File: config.mk
export PLATFORM = sky130hd
export DESIGN_NAME = tile_mem_hub
export DESIGN_NICKNAME = d
export VERILOG_FILES = /design/src/source/tile_pkg.sv /design/src/source/cfg_regs.sv /design/src/source/clint_timer.sv /design/src/source/mem_cmd_decode.sv /design/src/source/mem_loopback.sv /design/src/source/mem_resp_arb.sv /design/src/source/tile_mem_hub.sv
export SDC_FILE = /design/constraint.sdc
export NUM_CORES = 1
export LEC_CHECK = 0
export ABC_AREA = 0
export BUFFER_PORTS_ARGS = -buffer_cell sky130_fd_sc_hd__buf_2
export CORE_UTILIZATION = 45
export CTS_BUF_LIST = sky130_fd_sc_hd__clkbuf_4 sky130_fd_sc_hd__clkbuf_8
export DETAILED_ROUTE_END_ITERATION = 10
export SETUP_SLACK_MARGIN = 0.2
export SKIP_CTS_REPAIR_TIMING = 1
export SYNTH_ARGS = -nofsm -noshare
export SYNTH_HDL_FRONTEND = slang
export SYNTH_HIERARCHICAL = 1
export SYNTH_SLANG_ARGS = --single-unit
export TNS_END_PERCENT = 20
File: constraint.sdc
create_clock -name clk_i -period 15.6 [get_ports clk_i]
set_clock_uncertainty 0.05 [all_clocks]
set_input_delay 2.34 -clock clk_i [delete_from_list [all_inputs] [get_ports clk_i]]
set_output_delay 2.34 -clock clk_i [all_outputs]
set_load 0.03 [all_outputs]
File: src/source/tile_pkg.sv
// Shared types and address map for the tile memory hub, imported by every RTL module
package tile_pkg;

  localparam int addr_width_c = 40;
  localparam int data_width_c = 64;
  localparam int did_width_c  = 16;

  // Everything below this address is tile-local
  localparam logic [addr_width_c-1:0] dram_base_c = 40'h00_8000_0000;

  // Device field of a local address, bits 23 to 20
  localparam int dev_lsb_c   = 20;
  localparam int dev_width_c = 4;

  localparam logic [dev_width_c-1:0] cfg_dev_c   = 4'd2;
  localparam logic [dev_width_c-1:0] clint_dev_c = 4'd1;

  // Register offsets, address bits 19 to 0
  localparam logic [dev_lsb_c-1:0] cfg_freeze_c   = 20'h0;
  localparam logic [dev_lsb_c-1:0] cfg_did_c      = 20'h8;
  localparam logic [dev_lsb_c-1:0] cfg_host_did_c = 20'h10;

  localparam logic [dev_lsb_c-1:0] clint_msip_c     = 20'h0;
  localparam logic [dev_lsb_c-1:0] clint_mtimecmp_c = 20'h8;
  localparam logic [dev_lsb_c-1:0] clint_mtime_c    = 20'h10;

  typedef enum logic [0:0]
  {
    e_mem_rd = 1'b0,
    e_mem_wr = 1'b1
  } mem_opcode_e;

  typedef enum logic [1:0]
  {
    e_sel_cfg   = 2'd0,
    e_sel_clint = 2'd1,
    e_sel_loop  = 2'd2
  } dev_sel_e;

  typedef enum logic [0:0]
  {
    e_idle = 1'b0,
    e_resp = 1'b1
  } resp_state_e;

  typedef struct packed
  {
    mem_opcode_e              opcode;
    logic [addr_width_c-1:0]  addr;
    logic [data_width_c-1:0]  data;
  } mem_cmd_s;

  // Data is read data on reads and zero on writes
  typedef struct packed
  {
    mem_opcode_e              opcode;
    logic [addr_width_c-1:0]  addr;
    logic [data_width_c-1:0]  data;
  } mem_resp_s;

endpackage
File: src/source/cfg_regs.sv
// Tile configuration block; holds the freeze bit and reports the tile and host device ids
module cfg_regs
  import tile_pkg::*;
  (input                           clk_i
   , input                         rst_i

   , input mem_cmd_s               cmd_i
   , input                         v_i
   , output logic                  ready_o

   , output mem_resp_s             resp_o
   , output logic                  resp_v_o
   , input                         yumi_i

   , input [did_width_c-1:0]       did_i
   , input [did_width_c-1:0]       host_did_i
   , output logic                  freeze_o
   );

  resp_state_e              state_r;
  mem_resp_s                resp_r;
  logic                     freeze_r;
  logic [dev_lsb_c-1:0]     offset;
  logic [data_width_c-1:0]  rd_data;
  logic                     is_wr;

  assign offset = cmd_i.addr[dev_lsb_c-1:0];
  assign is_wr  = (cmd_i.opcode == e_mem_wr);

  always_comb
  begin
    case (offset)
      cfg_freeze_c:   rd_data = data_width_c'(freeze_r);
      cfg_did_c:      rd_data = data_width_c'(did_i);
      cfg_host_did_c: rd_data = data_width_c'(host_did_i);
      default:        rd_data = '0;
    endcase
  end

  always_ff @(posedge clk_i)
  begin
    if (rst_i)
    begin
      state_r  <= e_idle;
      freeze_r <= 1'b1;
    end
    else
    begin
      if (v_i)
        state_r <= e_resp;
      else if (yumi_i)
        state_r <= e_idle;

      // Only freeze is writable, id offsets ignore writes
      if (v_i && is_wr && (offset == cfg_freeze_c))
        freeze_r <= cmd_i.data[0];
    end
  end

  always_ff @(posedge clk_i)
  begin
    if (v_i)
      resp_r <= '{opcode: cmd_i.opcode, addr: cmd_i.addr, data: is_wr ? '0 : rd_data};
  end

  assign ready_o  = (state_r == e_idle);
  assign resp_v_o = (state_r == e_resp);
  assign resp_o   = resp_r;
  assign freeze_o = freeze_r;

endmodule

File: src/source/clint_timer.sv
// Core-local interruptor with machine timer, timer compare and software interrupt registers
module clint_timer
  import tile_pkg::*;
  #(parameter int timer_div_p = 4)
  (input                  clk_i
   , input                rst_i

   , input mem_cmd_s      cmd_i
   , input                v_i
   , output logic         ready_o

   , output mem_resp_s    resp_o
   , output logic         resp_v_o
   , input                yumi_i

   , output logic         timer_irq_o
   , output logic         software_irq_o
   );

  localparam int div_width_lp = (timer_div_p > 1) ? $clog2(timer_div_p) : 1;

  resp_state_e              state_r;
  mem_resp_s                resp_r;
  logic [div_width_lp-1:0]  prescale_r;
  logic                     tick;
  logic [data_width_c-1:0]  mtime_r;
  logic [data_width_c-1:0]  mtimecmp_r;
  logic                     msip_r;
  logic                     timer_irq_r;
  logic [dev_lsb_c-1:0]     offset;
  logic [data_width_c-1:0]  rd_data;
  logic                     is_wr;

  assign offset = cmd_i.addr[dev_lsb_c-1:0];
  assign is_wr  = (cmd_i.opcode == e_mem_wr);
  assign tick   = (prescale_r == div_width_lp'(timer_div_p - 1));

  always_comb
  begin
    case (offset)
      clint_msip_c:     rd_data = data_width_c'(msip_r);
      clint_mtimecmp_c: rd_data = mtimecmp_r;
      clint_mtime_c:    rd_data = mtime_r;
      default:          rd_data = '0;
    endcase
  end

  always_ff @(posedge clk_i)
  begin
    if (rst_i)
    begin
      state_r     <= e_idle;
      prescale_r  <= '0;
      mtime_r     <= '0;
      mtimecmp_r  <= '1;
      msip_r      <= 1'b0;
      timer_irq_r <= 1'b0;
    end
    else
    begin
      if (v_i)
        state_r <= e_resp;
      else if (yumi_i)
        state_r <= e_idle;

      prescale_r <= tick ? '0 : prescale_r + 1'b1;

      // A write to mtime wins over the tick in the same cycle
      if (v_i && is_wr && (offset == clint_mtime_c))
        mtime_r <= cmd_i.data;
      else if (tick)
        mtime_r <= mtime_r + 1'b1;

      if (v_i && is_wr && (offset == clint_mtimecmp_c))
        mtimecmp_r <= cmd_i.data;

      if (v_i && is_wr && (offset == clint_msip_c))
        msip_r <= cmd_i.data[0];

      timer_irq_r <= (mtime_r >= mtimecmp_r);
    end
  end

  always_ff @(posedge clk_i)
  begin
    if (v_i)
      resp_r <= '{opcode: cmd_i.opcode, addr: cmd_i.addr, data: is_wr ? '0 : rd_data};
  end

  assign ready_o        = (state_r == e_idle);
  assign resp_v_o       = (state_r == e_resp);
  assign resp_o         = resp_r;
  assign timer_irq_o    = timer_irq_r;
  assign software_irq_o = msip_r;

endmodule

File: src/source/mem_cmd_decode.sv
// Command address decoder; steers the shared command valid to one device and returns its ready
module mem_cmd_decode
  import tile_pkg::*;
  (input mem_cmd_s  cmd_i
   , input          cmd_v_i
   , output logic   cmd_ready_o

   , input          cfg_ready_i
   , input          clint_ready_i
   , input          loop_ready_i

   , output logic   cfg_v_o
   , output logic   clint_v_o
   , output logic   loop_v_o
   );

  dev_sel_e                 sel;
  logic                     is_local;
  logic [dev_width_c-1:0]   dev_field;

  assign is_local  = (cmd_i.addr < dram_base_c);
  assign dev_field = cmd_i.addr[dev_lsb_c+:dev_width_c];

  // Cache space and unmapped devices all land on the loopback
  always_comb
  begin
    if (is_local && (dev_field == cfg_dev_c))
      sel = e_sel_cfg;
    else if (is_local && (dev_field == clint_dev_c))
      sel = e_sel_clint;
    else
      sel = e_sel_loop;
  end

  always_comb
  begin
    case (sel)
      e_sel_cfg:   cmd_ready_o = cfg_ready_i;
      e_sel_clint: cmd_ready_o = clint_ready_i;
      default:     cmd_ready_o = loop_ready_i;
    endcase
  end

  // Valid doubles as accept, so devices need not check ready themselves
  assign cfg_v_o   = cmd_v_i & cfg_ready_i & (sel == e_sel_cfg);
  assign clint_v_o = cmd_v_i & clint_ready_i & (sel == e_sel_clint);
  assign loop_v_o  = cmd_v_i & loop_ready_i & (sel == e_sel_loop);

endmodule

File: src/source/mem_loopback.sv
// Loopback responder for unmapped and cache addresses; echoes the command with zero data
module mem_loopback
  import tile_pkg::*;
  (input                  clk_i
   , input                rst_i

   , input mem_cmd_s      cmd_i
   , input                v_i
   , output logic         ready_o

   , output mem_resp_s    resp_o
   , output logic         resp_v_o
   , input                yumi_i
   );

  resp_state_e  state_r;
  mem_resp_s    resp_r;

  always_ff @(posedge clk_i)
  begin
    if (rst_i)
      state_r <= e_idle;
    else if (v_i)
      state_r <= e_resp;
    else if (yumi_i)
      state_r <= e_idle;
  end

  always_ff @(posedge clk_i)
  begin
    if (v_i)
      resp_r <= '{opcode: cmd_i.opcode, addr: cmd_i.addr, data: '0};
  end

  assign ready_o  = (state_r == e_idle);
  assign resp_v_o = (state_r == e_resp);
  assign resp_o   = resp_r;

endmodule

File: src/source/mem_resp_arb.sv
// Fixed-priority response merge; cfg first, then clint, then loopback, with yumi back to the winner
module mem_resp_arb
  import tile_pkg::*;
  (input mem_resp_s       cfg_resp_i
   , input                cfg_v_i
   , output logic         cfg_yumi_o

   , input mem_resp_s     clint_resp_i
   , input                clint_v_i
   , output logic         clint_yumi_o

   , input mem_resp_s     loop_resp_i
   , input                loop_v_i
   , output logic         loop_yumi_o

   , output mem_resp_s    resp_o
   , output logic         resp_v_o
   , input                resp_ready_i
   );

  logic cfg_grant, clint_grant, loop_grant;

  assign cfg_grant   = cfg_v_i;
  assign clint_grant = clint_v_i & ~cfg_v_i;
  assign loop_grant  = loop_v_i & ~cfg_v_i & ~clint_v_i;

  always_comb
  begin
    if (cfg_grant)
      resp_o = cfg_resp_i;
    else if (clint_grant)
      resp_o = clint_resp_i;
    else
      resp_o = loop_resp_i;
  end

  assign resp_v_o = cfg_v_i | clint_v_i | loop_v_i;

  assign cfg_yumi_o   = cfg_grant & resp_ready_i;
  assign clint_yumi_o = clint_grant & resp_ready_i;
  assign loop_yumi_o  = loop_grant & resp_ready_i;

endmodule

File: src/source/tile_mem_hub.sv
// Top level of the tile memory hub; joins the decoder, the three devices and the response arbiter
module tile_mem_hub
  import tile_pkg::*;
  #(parameter int timer_div_p = 4)
  (input                        clk_i
   , input                      rst_i

   , input [did_width_c-1:0]    did_i
   , input [did_width_c-1:0]    host_did_i

   , input mem_cmd_s            cmd_i
   , input                      cmd_v_i
   , output logic               cmd_ready_o

   , output mem_resp_s          resp_o
   , output logic               resp_v_o
   , input                      resp_ready_i

   , output logic               freeze_o
   , output logic               timer_irq_o
   , output logic               software_irq_o
   );

  logic       cfg_v, clint_v, loop_v;
  logic       cfg_ready, clint_ready, loop_ready;
  mem_resp_s  cfg_resp, clint_resp, loop_resp;
  logic       cfg_resp_v, clint_resp_v, loop_resp_v;
  logic       cfg_yumi, clint_yumi, loop_yumi;

  mem_cmd_decode decode
    (.cmd_i(cmd_i)
     ,.cmd_v_i(cmd_v_i)
     ,.cmd_ready_o(cmd_ready_o)
     ,.cfg_ready_i(cfg_ready)
     ,.clint_ready_i(clint_ready)
     ,.loop_ready_i(loop_ready)
     ,.cfg_v_o(cfg_v)
     ,.clint_v_o(clint_v)
     ,.loop_v_o(loop_v)
     );

  cfg_regs cfg
    (.clk_i(clk_i)
     ,.rst_i(rst_i)
     ,.cmd_i(cmd_i)
     ,.v_i(cfg_v)
     ,.ready_o(cfg_ready)
     ,.resp_o(cfg_resp)
     ,.resp_v_o(cfg_resp_v)
     ,.yumi_i(cfg_yumi)
     ,.did_i(did_i)
     ,.host_did_i(host_did_i)
     ,.freeze_o(freeze_o)
     );

  clint_timer #(.timer_div_p(timer_div_p)) clint
    (.clk_i(clk_i)
     ,.rst_i(rst_i)
     ,.cmd_i(cmd_i)
     ,.v_i(clint_v)
     ,.ready_o(clint_ready)
     ,.resp_o(clint_resp)
     ,.resp_v_o(clint_resp_v)
     ,.yumi_i(clint_yumi)
     ,.timer_irq_o(timer_irq_o)
     ,.software_irq_o(software_irq_o)
     );

  mem_loopback loopback
    (.clk_i(clk_i)
     ,.rst_i(rst_i)
     ,.cmd_i(cmd_i)
     ,.v_i(loop_v)
     ,.ready_o(loop_ready)
     ,.resp_o(loop_resp)
     ,.resp_v_o(loop_resp_v)
     ,.yumi_i(loop_yumi)
     );

  mem_resp_arb resp_arb
    (.cfg_resp_i(cfg_resp)
     ,.cfg_v_i(cfg_resp_v)
     ,.cfg_yumi_o(cfg_yumi)
     ,.clint_resp_i(clint_resp)
     ,.clint_v_i(clint_resp_v)
     ,.clint_yumi_o(clint_yumi)
     ,.loop_resp_i(loop_resp)
     ,.loop_v_i(loop_resp_v)
     ,.loop_yumi_o(loop_yumi)
     ,.resp_o(resp_o)
     ,.resp_v_o(resp_v_o)
     ,.resp_ready_i(resp_ready_i)
     );

endmodule

==> results of run 1 <==
-- final timing paths --
check,startpoint,endpoint
max,cmd_i[100],cmd_ready_o
min,clint/prescale_r[0],clint/prescale_r[0]
max reg2reg,clint/resp_v_o,clint/mtime_r[28]
min reg2reg,clint/prescale_r[0],clint/prescale_r[0]
-- Yosys cell counts (2+ instances only) --
master,instances
nor2_1,236
a22oi_1,80
a311oi_1,9
or3_1,8
and4_1,15
nand3_1,27
ha_1,66
and2_1,10
and3_1,13
a211oi_1,52
nand2_1,147
a21o_1,8
nand3_2,3
xnor2_1,17
clkbuf_1,77
nor4_1,12
o21ai_1,18
nand2b_1,2
o211ai_1,4
inv_1,78
nand4b_1,3
or4_4,2
o21bai_1,2
conb_1,2
a31oi_1,2
o21ai_0,104
nor2b_1,5
buf_1,2
buf_2,18
edfxtp_1,203
a211o_1,64
nor3_1,15
nand4_1,31
and3b_1,3
buf_4,123
xor2_1,37
buf_6,3
mux2_2,3
or3_2,3
dfxtp_1,136
nor4_4,4
a21oi_1,30
mux2i_1,109
or4_1,4
-- kinds of logic after synthesis --
| group | count (synthesis) |
|---|---|
| other | 2 |
| XOR/XNOR | 54 |
| buffers and inverters | 302 |
| multiplexers | 112 |
| AND/OR/NAND/NOR | 551 |
| AO/OA/AOI/OAI | 380 |
| flip-flops | 339 |
| adder cells (fa/ha/maj) | 66 |
-- metrics by stage --
stage / area, sq um / setup slack [ns] / util (%) / hold WS [ns]
2_1_floorplan: 18500 / 8.64 / - / 0.357
3_3_place_gp: 19200 / 9.44 / 48.3 / 0.366
3_5_place_dp: 19200 / 9.40 / 48.3 / 0.370
4_1_cts: 20300 / 9.80 / 51.2 / 0.387
5_1_grt: 20300 / 9.71 / 51.2 / 0.414
6_report: 20300 / 9.83 / 51.2 / 0.385
-- area by class of cell --
cell class / count / area (sq um) / share of cell area, %
antenna: 2 / 5.00 / 0.0246
clock buffer: 76 / 946 / 4.65
clock inverter: 25 / 186 / 0.916
inverter: 78 / 293 / 1.44
multi-input combinational: 1275 / 8080 / 39.7
sequential: 339 / 8830 / 43.4
tap: 525 / 657 / 3.23
timing repair buffer: 263 / 1350 / 6.64
-- sequential cells by signal, summed over array words and instances, names as in the netlist, 2 cells and up --
| name | count |
|---|---|
| clint/mtimecmp_r | 64 |
| loopback/resp_o | 41 |
| clint/mtime_r | 64 |
| clint/prescale_r | 2 |
| cfg/resp_o | 57 |
| clint/resp_o | 105 |
-- power breakdown --
| part | leakage [nW] | internal, W | total [W] | switching (W) |
|---|---|---|---|---|
| sequential | 3.13 | 0.000953 | 0.000955 | 0.00000238 |
| combinational | 4.25 | 0.0000368 | 0.000117 | 0.0000806 |
| clock | 0.608 | 0.000441 | 0.000798 | 0.000357 |
-- metal layers --
layer,up-vias,global-route usage [%],wire [um]
met2,289,34.1,19900
li1,6723,-,-
met5,-,0,13
met4,2,5.45,710
met1,6136,27.8,19600
met3,53,3.84,2210
-- worst max-delay path, stage by stage --
cell and delay [ns]:
buf_2 0.13, nor4_4 0.39, a31oi_1 0.12, nand4b_1 0.19
buf_2 0.19
==> results_dict.tcl, run 1 <==
set metrics [dict create \
    drtAntennaViolNets 0 \
    hp-class "reg -> reg" \
    initial_core_util_pct 45.5 \
    syn_to_final_growth_pct 12.4 \
    synth_top_area_share_pct 33.7 \
    cts_tree "yes" \
    layout.nets 2219 \
    grt_overflow 0 \
    instances_no_fill 2583 \
    drive_gt1_share_pct 18.6 \
    wirelength_um 42400 \
    synth_fa_ha_area_share_pct 4.56 \
    async_flop_share_pct 0 \
    setup_tns_ns 0 \
    holdPathStages 1 \
    setup_viol 0 \
    end_kind "output port" \
    post-route-period-util_pct 37.0 \
    io_pins 251 \
    drv_cap 0 \
    wl_per_cell_um 16.4 \
    grt_pass1_wl_um 67900 \
    synth-simple-area-share_pct 14.5 \
    synth-edff-count 203 \
    worst_pin_slew_ns 1.19 \
    synthMuxAreaShare_pct 6.22 \
    grt_max_degree 83 \
    grt_pass1_vias 12700 \
    io_buffers 250 \
    slew_headroom_pct 20.2 \
    hold_violations 0 \
    final_cell_mix "buf_2 (249), nor2_1 (236), edfxtp_1 (203), nand2_1 (147), dfxtp_1 (134)" \
    synth-seq-area-share_pct 48.7 \
    remaining_drc_errors 0 \
    htree_levels 2 \
    fmax_mhz 173 \
    dp.final_hpwl_um 28500 \
    via_count 13200 \
    syn_avg_cell_area_sq_um 10.0 \
    synth_area_sq_um 18100 \
    synth_top_family_by_area "simple AND/OR/NAND/NOR gates" \
    max-clock-path-buffers 3 \
    layout_min_cycle_time_ns 5.77 \
    gp_congestion 0.836 \
    reg2reg_slack_ns 10.80 \
    clk_pin_slew_worst_paths_ns 0.06 \
    syn_inst 1806 \
    worstPathRequired_ns 13.21 \
    peakVddDrop_uv 44.6 \
    fp.dieH_um 203 \
    place_inst 2480 \
    power_density_nw_per_um2 92.0 \
    core_area_sq_um 39700 \
    die_area_sq_um 41000 \
    fillers 3722 \
    clk_latency_ns 0.64 \
    drt-initial-drc-count 797 \
    synth_xor_area_share_pct 2.61 \
    synthDistinctLibCells 60 \
    synth_seq_cells 339 \
    start_kind "primary input" \
    crit_fanout 4 \
    synth_compound_area_share_pct 14.2 \
    cts_made_buffers 55 \
    outcome "complete, no violations" \
    yosysTopAreaCell "edfxtp_1" \
    final_common_cell "buf_2" \
    rows 73 \
    power.leakage_nw 7.99 \
    antenna_found_initial 3 \
    total_power_w 0.00187 \
    crit_arrival_ns 3.38 \
    drv_slew 0 \
    grt_usage_pct 20.7 \
    cts-root-buf "clkbuf_8" \
    viasPerCell 5.11 \
    die_width_um 203 \
    ys_warn_count 6 \
    reg2reg_depth 10 \
    synthTopCellsByArea "edfxtp_1 (34%), dfxtp_1 (15%), mux2i_1 (6.0%), buf_4 (5.1%), nor2_1 (4.9%)" \
    path_class "in -> out" \
    cts.sinks 339 \
    dr.pass1.iters 6 \
    rsz0062_at_grt "false" \
    ys.flop_type "edfxtp_1" \
]
Power figures use the tool's default switching activity.
==> run 2: changes to the inputs <==
Clock period 15.6 ns to 5.8 ns, I/O delays scaled along.
==> run 2 against run 1 <==
Sequential share of layout area decreased by 0.096 points. Global-route usage rose by 0.21 points. Total power rose to 2.7 times the previous value. Via count up 0.46%. First-iteration DRC count fell by 2.8%. Core utilization rose by 0.11 points. Register-to-register slack got worse by 8.3 ns. Worst hold slack is essentially flat. Routed wire length fell by 0.19%. Worst setup slack got worse by 7.7 ns.
==> results_dict.tcl, run 2 (synthesis results as in run 1) <==
set metrics [dict create \
    hp-class "reg -> reg" \
    grt_util_met1_pct 28.3 \
    slew_headroom_pct 24.3 \
    power.leakage_nw 8.01 \
    path_class "reg -> out" \
    core_area_sq_um 39700 \
    viasPerCell 5.13 \
    drv_slew 0 \
    drtAntennaViolNets 0 \
    cts_tree "yes" \
    met2_usage_pct 34.5 \
    drive_gt1_share_pct 18.8 \
    grt_util_met3_pct 3.23 \
    final_common_cell "buf_2" \
    initial_core_util_pct 45.5 \
    final_cell_mix "buf_2 (249), nor2_1 (236), edfxtp_1 (203), nand2_1 (147), dfxtp_1 (134)" \
    setup_tns_ns 0 \
    cts-root-buf "clkbuf_8" \
    cp-startpoint "cfg/resp_v_o" \
    post-place-ws_ns 1.50 \
    grt_pass1_vias 12800 \
    layout.nets 2224 \
    gp_congestion 0.823 \
    design_area_sq_um 20400 \
    grt_max_degree 96 \
    setup_viol 0 \
    die_width_um 203 \
    min_from "clint/prescale_r[0]" \
    rsz0062_at_grt "false" \
    start_kind "flip-flop" \
    setup_ws_ns 2.11 \
    fp.dieH_um 203 \
    worstSetupEndpoint "resp_o[65]" \
    dpl-instance-area_sq_um 19200 \
    crit-reg2reg-launch "clint/resp_v_o" \
    io_pins 251 \
    crit_arrival_ns 2.77 \
    worstPathRequired_ns 4.88 \
    rr_endpoint "clint/mtimecmp_r[0]" \
    clk_pin_slew_worst_paths_ns 0.06 \
    wl_per_cell_um 16.4 \
    io_buffers 250 \
    peakVddDrop_uv 138 \
    total_power_w 0.00503 \
    rows 73 \
    fmax_mhz 271 \
    reg2reg_slack_ns 2.49 \
    grt_usage_pct 20.9 \
    reg2reg_depth 8 \
    clk_latency_ns 0.65 \
    syn_to_final_growth_pct 12.7 \
    end_kind "output port" \
    instances_no_fill 2587 \
    grt_busiest_layer "met2" \
    grt_pass1_wl_um 68500 \
    holdPathStages 1 \
    drt-initial-drc-count 775 \
    outcome "complete, no violations" \
    remaining_drc_errors 0 \
    dr.pass1.iters 5 \
    worst_pin_slew_ns 1.13 \
    drv_cap 0 \
    power_density_nw_per_um2 247 \
    via_count 13300 \
    grt_overflow 0 \
    post-route-period-util_pct 63.6 \
    hold_violations 0 \
    crit_fanout 95 \
    dp.final_hpwl_um 28800 \
    die_area_sq_um 41000 \
    antenna_cells 0 \
    cts.sinks 339 \
    layout_min_cycle_time_ns 3.69 \
    htree_levels 2 \
    wirelength_um 42400 \
    cts_made_buffers 57 \
    largest_register_ffs 105 \
    place_inst 2483 \
    max-clock-path-buffers 3 \
    antenna_found_initial 1 \
]
[run 2: cell count changes in the layout (fill, tap and decap cells not counted)]
| cell | delta |
|---|---|
| clkinv_2 | -4 |
| clkinv_1 | +1 |
| bufinv_16 | -2 |
| diode_2 | -2 |
| buf_4 | +2 |
| clkinvlp_4 | +1 |
| clkbuf_8 | +5 |
| buf_12 | +1 |
| clkbuf_4 | +2 |
[run 2: area by class of cell]
type	instances	area, sq um
clock buffers	83	1030
clock inverters	21	118
fillers	3695	19300
inverters	78	293
multi-input cells	1275	8080
flip-flops and latches	339	8830
well taps	525	657
repair buffers	266	1390
[run 2: worst max-delay path, stage by stage, from the launching register on]
cell	delay [ns]
dfxtp_4	0.82
buf_4	0.74
o21ai_0	0.31
buf_2	0.25
[run 2: worst min-delay path by stage]
stage	end	slack [ns]
finish	clint/prescale_r[0]	0.39
CTS	loopback/resp_o[89]	0.34
floorplan	clint/prescale_r[0]	0.36
detailed placement	clint/prescale_r[0]	0.38
global route	clint/resp_o[90]	0.36
global placement	clint/prescale_r[0]	0.37
[run 2: metrics by stage]
stage,hold slack [ns],utilization [%]
global placement,0.367,48.4
CTS,0.338,51.3
finish,0.385,51.3
global route,0.361,51.3
floorplan,0.357,-
detailed placement,0.376,48.4
[run 2: per-layer routing]
| metal | vias to the layer above | wire, um |
|---|---|---|
| li1 | 6721 | - |
| met1 | 6204 | 19800 |
| met2 | 292 | 19900 |
| met3 | 47 | 1970 |
| met4 | 0 | 687 |
| met5 | - | 0 |
[run 2: report_power, final]
| part | internal [W] | leakage (nW) | switching [W] |
|---|---|---|---|
| clock | 0.00118 | 0.611 | 0.000967 |
| combinational | 0.0000995 | 4.27 | 0.000218 |
| sequential | 0.00256 | 3.13 | 0.00000609 |
| total | 0.00384 | 8.01 | 0.00119 |
